**src/logic/vl53_pkg.sv**
```systemverilog
package vl53_pkg;

	//////////////////////////////
	// bus types
	//////////////////////////////
	typedef logic [7:0] reg_addr_t;
	typedef logic [7:0] reg_data_t;

	// same codes as the engine's function select
	typedef enum logic [1:0] {
		op_read        = 2'd1,
		op_write       = 2'd2,
		op_write_multi = 2'd3
	} bus_op_e;

	//////////////////////////////
	// reference SPAD map
	//////////////////////////////
	localparam int SPAD_MAP_BYTES      = 6;
	localparam int SPAD_MAP_BITS       = 48;
	localparam int APERTURE_FIRST_SPAD = 12; // aperture parts skip the first 12

	typedef union packed {
		logic [SPAD_MAP_BITS-1:0]       bits;  // one bit per SPAD
		reg_data_t [SPAD_MAP_BYTES-1:0] bytes; // as read over the bus
	} spad_map_u;

	//////////////////////////////
	// sensor registers
	//////////////////////////////
	localparam reg_addr_t VHV_CONFIG_PAD_SCL_SDA_EXTSUP_HV     = 8'h89;
	localparam reg_addr_t MSRC_CONFIG_CONTROL                 = 8'h60;
	localparam reg_addr_t SYSTEM_SEQUENCE_CONFIG              = 8'h01;
	localparam reg_addr_t GLOBAL_CONFIG_SPAD_ENABLES_REF_0    = 8'hB0;
	localparam reg_addr_t DYNAMIC_SPAD_REF_EN_START_OFFSET    = 8'h4F;
	localparam reg_addr_t DYNAMIC_SPAD_NUM_REQUESTED_REF_SPAD = 8'h4E;
	localparam reg_addr_t GLOBAL_CONFIG_REF_EN_START_SELECT   = 8'hB6;
	localparam reg_addr_t SYSTEM_INTERRUPT_CONFIG_GPIO        = 8'h0A;
	localparam reg_addr_t GPIO_HV_MUX_ACTIVE_HIGH             = 8'h84;
	localparam reg_addr_t SYSTEM_INTERRUPT_CLEAR              = 8'h0B;
	localparam reg_addr_t STOP_VARIABLE_REG                   = 8'h91;
	localparam reg_addr_t PAGE_SELECT                         = 8'hFF;

	// tuning ROM block ends
	localparam int ROM_STD_MODE_LAST = 3;
	localparam int ROM_STOP_LAST     = 6;
	localparam int ROM_LAST          = 14;

endpackage
```
**src/logic/spad_xfer_if.sv**
```systemverilog
`timescale 1ns/100ps

interface spad_xfer_if;

	logic cap_en;     // held for the whole map read
	logic cap_stored; // one pulse per byte taken
	logic map_full;   // all six bytes in
	logic send_req;
	logic send_done;

	modport seq (
		output cap_en,
		output send_req,
		input  cap_stored,
		input  map_full,
		input  send_done
	);

	modport capture (input cap_en, output cap_stored, output map_full);

	modport writer (input send_req, output send_done);

endinterface

```
**src/logic/init_sequencer.sv**
```systemverilog
`timescale 1ns/100ps

module init_sequencer (
	input  logic                clk,
	input  logic                arst_n,
	input  logic                start,
	input  logic                comm_error,
	output logic [3:0]          rom_addr,
	input  logic [15:0]         rom_entry,
	spad_xfer_if.seq            xfer,
	output logic                cmd_start,
	output vl53_pkg::bus_op_e   cmd_op,
	output vl53_pkg::reg_addr_t cmd_reg,
	output vl53_pkg::reg_data_t cmd_data,
	output logic [3:0]          cmd_len,
	input  logic                cmd_done,
	output logic                rd_pop,
	input  logic                rd_valid,
	input  vl53_pkg::reg_data_t rd_data,
	output vl53_pkg::reg_data_t stop_variable,
	output logic                done
);
	import vl53_pkg::*;

	localparam logic [2:0] S_IDLE      = 3'd0;
	localparam logic [2:0] S_ISSUE     = 3'd1;
	localparam logic [2:0] S_WAIT_CMD  = 3'd2;
	localparam logic [2:0] S_WAIT_RD   = 3'd3;
	localparam logic [2:0] S_WAIT_CAP  = 3'd4;
	localparam logic [2:0] S_WAIT_SEND = 3'd5;

	// program steps, run in this order
	localparam logic [4:0] ST_VHV_RD    = 5'd0;
	localparam logic [4:0] ST_VHV_WR    = 5'd1;
	localparam logic [4:0] ST_ROM_STD   = 5'd2;
	localparam logic [4:0] ST_STOP_RD   = 5'd3;
	localparam logic [4:0] ST_ROM_STOP  = 5'd4;
	localparam logic [4:0] ST_MSRC_RD   = 5'd5;
	localparam logic [4:0] ST_MSRC_WR   = 5'd6;
	localparam logic [4:0] ST_SEQ_CFG   = 5'd7;
	localparam logic [4:0] ST_SPAD_RD   = 5'd8;
	localparam logic [4:0] ST_PAGE_1    = 5'd9;
	localparam logic [4:0] ST_START_OFS = 5'd10;
	localparam logic [4:0] ST_NUM_REQ   = 5'd11;
	localparam logic [4:0] ST_PAGE_0    = 5'd12;
	localparam logic [4:0] ST_START_SEL = 5'd13;
	localparam logic [4:0] ST_SEND      = 5'd14;
	localparam logic [4:0] ST_SPAD_WR   = 5'd15;
	localparam logic [4:0] ST_ROM_TUNE  = 5'd16;
	localparam logic [4:0] ST_GPIO_CFG  = 5'd17;
	localparam logic [4:0] ST_MUX_RD    = 5'd18;
	localparam logic [4:0] ST_MUX_WR    = 5'd19;
	localparam logic [4:0] ST_INT_CLR   = 5'd20;

	logic [2:0] state;
	logic [4:0] step;
	logic       rom_more;  // current ROM block has entries left
	reg_data_t  rd_byte;   // last byte read, for read-modify-write

	bus_op_e    d_op;
	reg_addr_t  d_reg;
	reg_data_t  d_data;
	logic [3:0] d_len;
	logic       d_rom;
	logic [3:0] d_rom_last;

	//////////////////////////////
	// step decode
	//////////////////////////////
	always_comb begin
		d_op       = op_write;
		d_reg      = PAGE_SELECT;
		d_data     = 8'h00;
		d_len      = 4'd1;
		d_rom      = 1'b0;
		d_rom_last = 4'(ROM_LAST);
		case (step)
			ST_VHV_RD: begin
				d_op  = op_read;
				d_reg = VHV_CONFIG_PAD_SCL_SDA_EXTSUP_HV;
			end
			ST_VHV_WR: begin
				d_reg  = VHV_CONFIG_PAD_SCL_SDA_EXTSUP_HV;
				d_data = rd_byte | 8'h01; // 2v8 io
			end
			ST_ROM_STD, ST_ROM_STOP, ST_ROM_TUNE: begin
				d_reg  = rom_entry[15:8];
				d_data = rom_entry[7:0];
				d_rom  = 1'b1;
				if (step == ST_ROM_STD)
					d_rom_last = 4'(ROM_STD_MODE_LAST);
				else if (step == ST_ROM_STOP)
					d_rom_last = 4'(ROM_STOP_LAST);
			end
			ST_STOP_RD: begin
				d_op  = op_read;
				d_reg = STOP_VARIABLE_REG;
			end
			ST_MSRC_RD: begin
				d_op  = op_read;
				d_reg = MSRC_CONFIG_CONTROL;
			end
			ST_MSRC_WR: begin
				d_reg  = MSRC_CONFIG_CONTROL;
				d_data = rd_byte | 8'h12; // no msrc / pre-range rate checks
			end
			ST_SEQ_CFG: begin
				d_reg  = SYSTEM_SEQUENCE_CONFIG;
				d_data = 8'hFF;
			end
			ST_SPAD_RD: begin
				d_op  = op_read;
				d_reg = GLOBAL_CONFIG_SPAD_ENABLES_REF_0;
				d_len = 4'(SPAD_MAP_BYTES);
			end
			ST_PAGE_1:    d_data = 8'h01;
			ST_START_OFS: d_reg  = DYNAMIC_SPAD_REF_EN_START_OFFSET;
			ST_NUM_REQ: begin
				d_reg  = DYNAMIC_SPAD_NUM_REQUESTED_REF_SPAD;
				d_data = 8'h2C;
			end
			ST_START_SEL: begin
				d_reg  = GLOBAL_CONFIG_REF_EN_START_SELECT;
				d_data = 8'hB4;
			end
			ST_SPAD_WR: begin
				d_op  = op_write_multi;
				d_reg = GLOBAL_CONFIG_SPAD_ENABLES_REF_0;
				d_len = 4'(SPAD_MAP_BYTES);
			end
			ST_GPIO_CFG: begin
				d_reg  = SYSTEM_INTERRUPT_CONFIG_GPIO;
				d_data = 8'h04; // new sample ready
			end
			ST_MUX_RD: begin
				d_op  = op_read;
				d_reg = GPIO_HV_MUX_ACTIVE_HIGH;
			end
			ST_MUX_WR: begin
				d_reg  = GPIO_HV_MUX_ACTIVE_HIGH;
				d_data = rd_byte & ~8'h10; // active low irq
			end
			ST_INT_CLR: begin
				d_reg  = SYSTEM_INTERRUPT_CLEAR;
				d_data = 8'h01;
			end
			default: ; // page 0 and the send step keep the defaults
		endcase
	end

	//////////////////////////////
	// program FSM
	//////////////////////////////
	always_ff @(posedge clk or negedge arst_n) begin
		if (!arst_n) begin
			state         <= S_IDLE;
			step          <= ST_VHV_RD;
			rom_addr      <= '0;
			rom_more      <= 1'b0;
			cmd_start     <= 1'b0;
			rd_pop        <= 1'b0;
			done          <= 1'b0;
			stop_variable <= '0;
			xfer.cap_en   <= 1'b0;
			xfer.send_req <= 1'b0;
		end else begin
			cmd_start     <= 1'b0;
			rd_pop        <= 1'b0;
			done          <= 1'b0;
			xfer.send_req <= 1'b0;
			if (comm_error) begin
				state         <= S_IDLE;
				stop_variable <= '0;
				xfer.cap_en   <= 1'b0;
			end else begin
				case (state)
					S_IDLE: begin
						step     <= ST_VHV_RD;
						rom_addr <= '0;
						if (start)
							state <= S_ISSUE;
					end
					S_ISSUE: begin
						if (step == ST_SEND) begin
							xfer.send_req <= 1'b1;
							state         <= S_WAIT_SEND;
						end else begin
							cmd_start <= 1'b1;
							state     <= S_WAIT_CMD;
							rom_more  <= d_rom && (rom_addr != d_rom_last);
							if (d_rom)
								rom_addr <= rom_addr + 4'd1; // entry ready before cmd_done
							if (step == ST_SPAD_RD)
								xfer.cap_en <= 1'b1;
						end
					end
					S_WAIT_CMD: if (cmd_done) begin
						if (cmd_op == op_read) begin
							rd_pop <= 1'b1;
							state  <= xfer.cap_en ? S_WAIT_CAP : S_WAIT_RD;
						end else if (step == ST_INT_CLR) begin
							done  <= 1'b1;
							state <= S_IDLE;
						end else begin
							if (!rom_more)
								step <= step + 5'd1;
							state <= S_ISSUE;
						end
					end
					S_WAIT_RD: if (rd_valid) begin
						if (step == ST_STOP_RD)
							stop_variable <= rd_data;
						step  <= step + 5'd1;
						state <= S_ISSUE;
					end
					S_WAIT_CAP: if (xfer.cap_stored) begin
						if (xfer.map_full) begin
							xfer.cap_en <= 1'b0;
							step        <= step + 5'd1;
							state       <= S_ISSUE;
						end else begin
							rd_pop <= 1'b1; // next map byte
						end
					end
					S_WAIT_SEND: if (xfer.send_done) begin
						step  <= step + 5'd1;
						state <= S_ISSUE;
					end
					default: state <= S_IDLE;
				endcase
			end
		end
	end

	// command fields held from cmd_start until cmd_done
	always_ff @(posedge clk) begin
		if (state == S_ISSUE && step != ST_SEND) begin
			cmd_op   <= d_op;
			cmd_reg  <= d_reg;
			cmd_data <= d_data;
			cmd_len  <= d_len;
		end
		if (rd_valid)
			rd_byte <= rd_data;
	end

endmodule

```
**src/flat_wrapper.sv**
```systemverilog
// flat-port wrapper written by rule: the top's interface ports become plain ports
module init_sequencer_flat import vl53_pkg::*;
  (clk, arst_n, start, comm_error, rom_addr, rom_entry, cmd_start, cmd_op, cmd_reg, cmd_data, cmd_len, cmd_done, rd_pop, rd_valid, rd_data, stop_variable, done, xfer_cap_en, xfer_send_req, xfer_cap_stored, xfer_map_full, xfer_send_done);
  spad_xfer_if xfer_i ();
  input  logic clk;
  input  logic arst_n;
  input  logic start;
  input  logic comm_error;
  output logic [3:0] rom_addr;
  input  logic [15:0] rom_entry;
  output logic cmd_start;
  output vl53_pkg::bus_op_e cmd_op;
  output vl53_pkg::reg_addr_t cmd_reg;
  output vl53_pkg::reg_data_t cmd_data;
  output logic [3:0] cmd_len;
  input  logic cmd_done;
  output logic rd_pop;
  input  logic rd_valid;
  input  vl53_pkg::reg_data_t rd_data;
  output vl53_pkg::reg_data_t stop_variable;
  output logic done;
  output wire logic [$bits(xfer_i.cap_en)-1:0] xfer_cap_en;
  output wire logic [$bits(xfer_i.send_req)-1:0] xfer_send_req;
  input wire logic [$bits(xfer_i.cap_stored)-1:0] xfer_cap_stored;
  input wire logic [$bits(xfer_i.map_full)-1:0] xfer_map_full;
  input wire logic [$bits(xfer_i.send_done)-1:0] xfer_send_done;
  assign xfer_cap_en = xfer_i.cap_en;
  assign xfer_send_req = xfer_i.send_req;
  assign xfer_i.cap_stored = xfer_cap_stored;
  assign xfer_i.map_full = xfer_map_full;
  assign xfer_i.send_done = xfer_send_done;
  init_sequencer u_core (.clk(clk), .arst_n(arst_n), .start(start), .comm_error(comm_error), .rom_addr(rom_addr), .rom_entry(rom_entry), .xfer(xfer_i), .cmd_start(cmd_start), .cmd_op(cmd_op), .cmd_reg(cmd_reg), .cmd_data(cmd_data), .cmd_len(cmd_len), .cmd_done(cmd_done), .rd_pop(rd_pop), .rd_valid(rd_valid), .rd_data(rd_data), .stop_variable(stop_variable), .done(done));
endmodule
```
**config.mk**
```make
export PLATFORM = sky130hd
export DESIGN_NAME = init_sequencer_flat
export DESIGN_NICKNAME = d
export VERILOG_FILES = /design/src/logic/vl53_pkg.sv /design/src/logic/spad_xfer_if.sv /design/src/logic/init_sequencer.sv /design/src/flat_wrapper.sv
export SDC_FILE = /design/constraint.sdc
export NUM_CORES = 1
export LEC_CHECK = 0
export ABC_CLOCK_PERIOD_IN_PS = 2400
export BUFFER_PORTS_ARGS = -buffer_cell sky130_fd_sc_hd__buf_2
export CAP_MARGIN = 15
export CORE_MARGIN = 10
export CORE_UTILIZATION = 49
export CTS_CLUSTER_SIZE = 24
export DETAILED_ROUTE_END_ITERATION = 10
export GPL_TIMING_DRIVEN = 0
export HOLD_SLACK_MARGIN = 0.15
export PLACE_DENSITY = 0.76
export SYNTH_ARGS = -nofsm -noshare
export SYNTH_HDL_FRONTEND = slang
export SYNTH_SLANG_ARGS = --single-unit
```
**constraint.sdc**
```tcl
create_clock -name clk -period 2.4 [get_ports clk]
set_clock_uncertainty 0.15 [all_clocks]
set_input_delay 0.12 -clock clk [delete_from_list [all_inputs] [get_ports clk]]
set_output_delay 0.12 -clock clk [all_outputs]
set_load 0.02 [all_outputs]
```
==> results.cfg, run 1 <==
[yosys]
synth_edf_count = 28
synth_cell_type_count = 71
yosysSeqAreaShare_pct = 46.24
syn_avg_cell_area_um2 = 11.28
synthFlopType = edfxtp_1
synth_top_area_cell = edfxtp_1
ys_ff_latch = 54
async_reset_ff_share_pct = 48.15
syn-num-nets = 325
syn_inst = 286
yosys_warnings = 0
synth_area_leaders = edfxtp_1, dfrtp_1, a221o_1, a22o_1, buf_6
synth_area_um2 = 3226
synth_top_area_share_pct = 26.07

[grt]
grt_pass1_wl_um = 14170
grt_pass1_vias = 2792
antenna_found_initial = 0
track_usage_pct = 16.95
grt_max_degree = 27
overflow = 0

[power_and_ir_drop]
p_leak_uw = 0.001900
vdd.ir_drop.worst_uv = 593.9
power_density_nw_per_um2 = 899.6
p_total_uw = 3954

[final_layout]
n_antenna_cell = 0
stdcell_area_um2 = 4395
fill_cells = 466
syn2layout_area_growth_pct = 36.27
layout.cells.most_common = buf_2
final_layout_size_suffix_gt1_share_pct = 38.28
nets = 456
mostFrequentLayoutCells = buf_2, dlygate4sd3_1, edfxtp_1, dfrtp_1, buf_4
post-route-util_pct = 68.83

[timing]
setup_viol = 0
tightest_slew_ns = 0.9182
drv_slew = 0
slew-limit-headroom_pct = 38.28
finalCriticalPeriod_ns = 2.361
fmax_mhz = 423.6
period_share_pct = 98.36
hold_viol = 0

[routing]
routed_wl_um = 9203
ant_nets = 0
post_drt_wl_per_cell_um = 18.59
drc_errors = 0
first_pass_iters = 5
vias = 2823
vias_per_cell = 5.703
drtIter0Drc = 218

[floorplanning]
fp.dieW_um = 101.1
die_y_um = 101.1
dieArea_um2 = 10230
io_pins = 72
core_um2 = 6386
start_util_pct = 50.51
rows = 29

[critical_path]
timing.rr.end = u_core.cmd_reg[0]
r2r_slack_ns = 0.04
crit_path_start = u_core.step[0]
start_kind = flip-flop
worstPathMaxFanout = 7
required_ns = 2.33
setup.worst_path.end = u_core.cmd_reg[0]
crit_arrival_ns = 2.29
r2r_start = u_core.step[0]
crit_type = reg -> reg
worstSetupEndpointType = flip-flop
r2r_cells = 9

[run]
max_cap_viol_count = 0

[min_path]
hp-class = in -> async

[clocking]
cts_max_level = 2
root_buffer = clkbuf_8
clk_pin_slew_ns = 0.11
cts_tree = done
cts_buffer_depth = 2
cts_buffers = 5
cts.sinks = 54
clk_latency_ns = 0.33

[place]
dpl_cell_area_um2 = 3672
hpwl_um = 5964
gp_congestion = 0.8735
portBuffers = 70

[run_status]
outcome = finished clean
stage by stage:
stage	hold WS (ns)	TNS, ns	instances	worst slack [ns]
finish	0.1666	0	495	0.03928
detailed placement	0.01358	-1.618	433	-0.2305
global route	0.2444	-0.002969	495	-0.002969
global placement	0.004322	-1.495	433	-0.2018
CTS	0.1917	0	480	0.01226
floorplan	-0.3256	0	286	0.1047
cells by family after synthesis:
| logic type | after synthesis | synth area share, % |
|---|---|---|
| AO/OA/AOI/OAI | 77 | 19.90 |
| XOR/XNOR | 6 | 2.211 |
| adder cells (fa/ha/maj) | 6 | 2.327 |
| buffers and inverters | 34 | 6.556 |
| flip-flops | 54 | 46.24 |
| multiplexers | 9 | 2.987 |
| other | 1 | 0.1163 |
| AND/OR/NAND/NOR | 99 | 19.67 |
cell usage after synthesis (4+ instances only):
master / instances
nor3_1: 7
nand2_1: 17
dfrtp_1: 26
nor2b_1: 5
buf_2: 7
nor3_2: 4
xnor2_1: 5
a221o_1: 8
nand2b_1: 7
inv_1: 10
nand3_1: 10
buf_4: 6
a22o_1: 9
mux2_1: 4
ha_1: 6
mux2i_1: 4
nor2_1: 19
buf_6: 7
a21oi_1: 15
o21ai_0: 8
edfxtp_1: 28
worst max-delay path, stage by stage, from the launching register on:
cell	delay [ns]
dfrtp_2	0.48
inv_4	0.11
ha_4	0.13
buf_6	0.12
o21ai_1	0.07
o22a_1	0.26
o22ai_4	0.19
nor4_4	0.07
buf_4	0.15
a2111o_1	0.38
metal layers:
metal	GRT usage (%)	vias up	routed length [µm]
li1	-	1331	-
met1	21.89	1361	3860
met2	27.88	118	4611
met3	3.336	13	601
met4	5.359	0	130
met5	0	-	0
worst min path at each step:
stage	depth (start not counted)	slack [ns]	end
finish	2	0.17	u_core.rom_addr[3]
global route	2	0.24	u_core.rom_addr[3]
CTS	2	0.19	u_core.rom_addr[3]
detailed placement	1	0.01	u_core.state[1]
global placement	1	0.004	u_core.state[1]
floorplan	0	-0.33	u_core.cmd_start
where the power goes:
group          switching [µW]  total [µW]  internal [µW]
logic                    1160        2060            898
clock network             339         555            216
registers                83.1        1340           1260
what timing repair did:
action | 4_1_cts | 5_1_grt
setup endpoints to repair | 8 | 9
cloned | 0 | 1
pin swaps | 2 | 6
gates resized for setup | 15 | 17
endpoints found under the hold margin | 76 | 0
buffers inserted | 6 | 14
hold buffers | 33 | 0
cell type report:
class	count	area (µm²)	area share, %
Buffer	22	225.2	5.124
Clock buffer	5	68.82	1.566
Clock inverter	3	26.28	0.5978
Inverter	12	47.55	1.082
Multi-Input combinational cell	199	1594	36.27
Sequential cell	54	1494	33.99
Tap cell	77	96.34	2.192
Timing Repair Buffer	123	843.3	19.19
(Power assumes the default switching activity.)
==> run 2: changes to the inputs <==
--- a/config.mk
+++ b/config.mk
@@ -12,7 +12,6 @@
 export CORE_UTILIZATION = 49
 export CTS_CLUSTER_SIZE = 24
 export DETAILED_ROUTE_END_ITERATION = 10
-export GPL_TIMING_DRIVEN = 0
 export HOLD_SLACK_MARGIN = 0.15
 export PLACE_DENSITY = 0.76
 export SYNTH_ARGS = -nofsm -noshare
==> constraint.sdc (replaced) <==
create_clock -name clk -period 2.4 [get_ports clk]
set_clock_uncertainty 0.15 [all_clocks]
set_input_delay 0.12 -clock clk [delete_from_list [all_inputs] [get_ports clk]]
set_output_delay 0.12 -clock clk [all_outputs]
set_load 0.01 [all_outputs]
==> results.cfg, run 2 (synthesis results as in run 1) <==
[timing]
rsz0062_at_grt = no
hold_viol = 0
fmax_mhz = 435.3
fin_tns_setup_ns = 0
drv_slew = 0
tightest_slew_ns = 0.6433
setup_viol = 0
finalCriticalPeriod_ns = 2.297
period_share_pct = 95.71
slew-limit-headroom_pct = 57.11

[floorplanning]
start_util_pct = 50.51
rows = 29
io_pins = 72
core_um2 = 6386
fp.dieW_um = 101.1
dieArea_um2 = 10230
die_y_um = 101.1

[critical_path]
crit_arrival_ns = 2.22
start_kind = flip-flop
crit_type = reg -> reg
crit_path_cell_trace = xnor2_4 -> a2bb2oi_4 -> nor2_8 -> buf_4 -> a221o_1
max_stage_delay_ns = 0.77
worstSetupEndpointType = flip-flop
required_ns = 2.32
worstPathMaxFanout = 14
cpMaxStageDelayCell = dfrtp_1
crit_path_start = u_core.step[4]
r2r_start = u_core.step[4]

[clocking]
cts_tree = done
cts.sinks = 54
cts_buffers = 5
clk_pin_slew_ns = 0.11
cts_buffer_depth = 2
root_buffer = clkbuf_8
cts_max_level = 2
clk_latency_ns = 0.31

[routing]
ant_nets = 0
post_drt_wl_per_cell_um = 17.94
drc_errors = 0
first_pass_iters = 4
vias_per_cell = 5.745
vias = 2798
routed_wl_um = 8735
drtIter0Drc = 276

[run_status]
outcome = finished clean

[final_layout]
final_layout_size_suffix_gt1_share_pct = 36.43
final_cells = 487
multiInputGateArea_um2 = 1560
layout.cells.most_common = buf_2
fill_cells = 484
syn2layout_area_growth_pct = 31.38
nets = 447
mostFrequentLayoutCells = buf_2, dlygate4sd3_1, buf_4, edfxtp_1, dfrtp_1
regArea_um2 = 1493

[grt]
antenna_found_initial = 0
overflow = 0
grt_pass1_wl_um = 13950
grt_pass1_vias = 2813
grt_max_degree = 27
track_usage_pct = 16.59

[place]
portBuffers = 70
hpwl_um = 6189
placed_cells = 438
gp_congestion = 0.9405

[power_and_ir_drop]
power_density_nw_per_um2 = 900.1
p_leak_uw = 0.001841
vdd.ir_drop.worst_uv = 551.2

[min_path]
hp-class = in -> async

[run]
max_cap_viol_count = 0
run 2: report_power, final:
group	internal [µW]	switching, µW	leakage, µW
combinational	865	977	0.00117
sequential	1250	120	0.000618
clock	276	323	0.0000545
total	2400	1420	0.00184
run 2: path summary, 6_finish.rpt:
kind / end / slack (ns) / cells past startpoint
setup / recovery: u_core.cmd_data[6] / 0.10 / 5
hold / removal: u_core.rom_addr[2] / 0.17 / 2
setup reg to reg: u_core.cmd_data[6] / 0.10 / 5
hold reg to reg: u_core.stop_variable[3] / 0.36 / 1
max in group asynchronous: u_core.step[2] / 1.51 / 2
min in group clk: u_core.state[2] / 0.24 / 6
run 2: per-layer routing:
| layer | global-route usage, % | vias to the layer above | share of wire (%) |
|---|---|---|---|
| met5 | 0 | - | 0 |
| met4 | 5.895 | 0 | 1.7 |
| met3 | 3.676 | 14 | 7.2 |
| met2 | 28.61 | 106 | 50 |
| met1 | 19.82 | 1356 | 41 |
| li1 | - | 1322 | - |
run 2: timing repair:
action / 4_1_cts / 5_1_grt
gates resized for setup: 0 / 8
hold buffers: 33 / 0
hold endpoints to repair: 73 / 0
buffers inserted: 0 / 6
setup endpoints to repair: 0 / 8
run 2: worst max-delay path: cells and delay by family, from the launching register on:
family	cells	cell delay, ns
AND/OR/NAND/NOR	1	0.11
XOR/XNOR	1	0.20
flip-flops	1	0.77
AO/OA/AOI/OAI	2	0.67
buffers and inverters	1	0.15
run 2: cell type report:
type | instances | share of cell area [%]
multi-input cells | 199 | 36.82
clock inverters | 2 | 0.4429
diodes | 1 | 0.05905
well taps | 77 | 2.273
inverters | 12 | 1.063
flip-flops and latches | 54 | 35.22
clock buffers | 6 | 2.214
repair buffers | 136 | 21.91
run 2: stage by stage:
stage / area, µm² / utilization, % / power, µW / hold WS [ns] / setup WS, ns
after floorplan: 3226 / - / 2566 / -0.3256 / 0.1047
after global placement: 3709 / 58.07 / 2988 / -0.002978 / 0.1421
after detailed placement: 3709 / 58.07 / 3038 / 0.01109 / 0.07067
after CTS: 4151 / 65.01 / 3686 / 0.2000 / 0.02465
after global routing: 4235 / 66.32 / 4026 / 0.2522 / 0.004162
final: 4238 / 66.36 / 3815 / 0.1732 / 0.1029
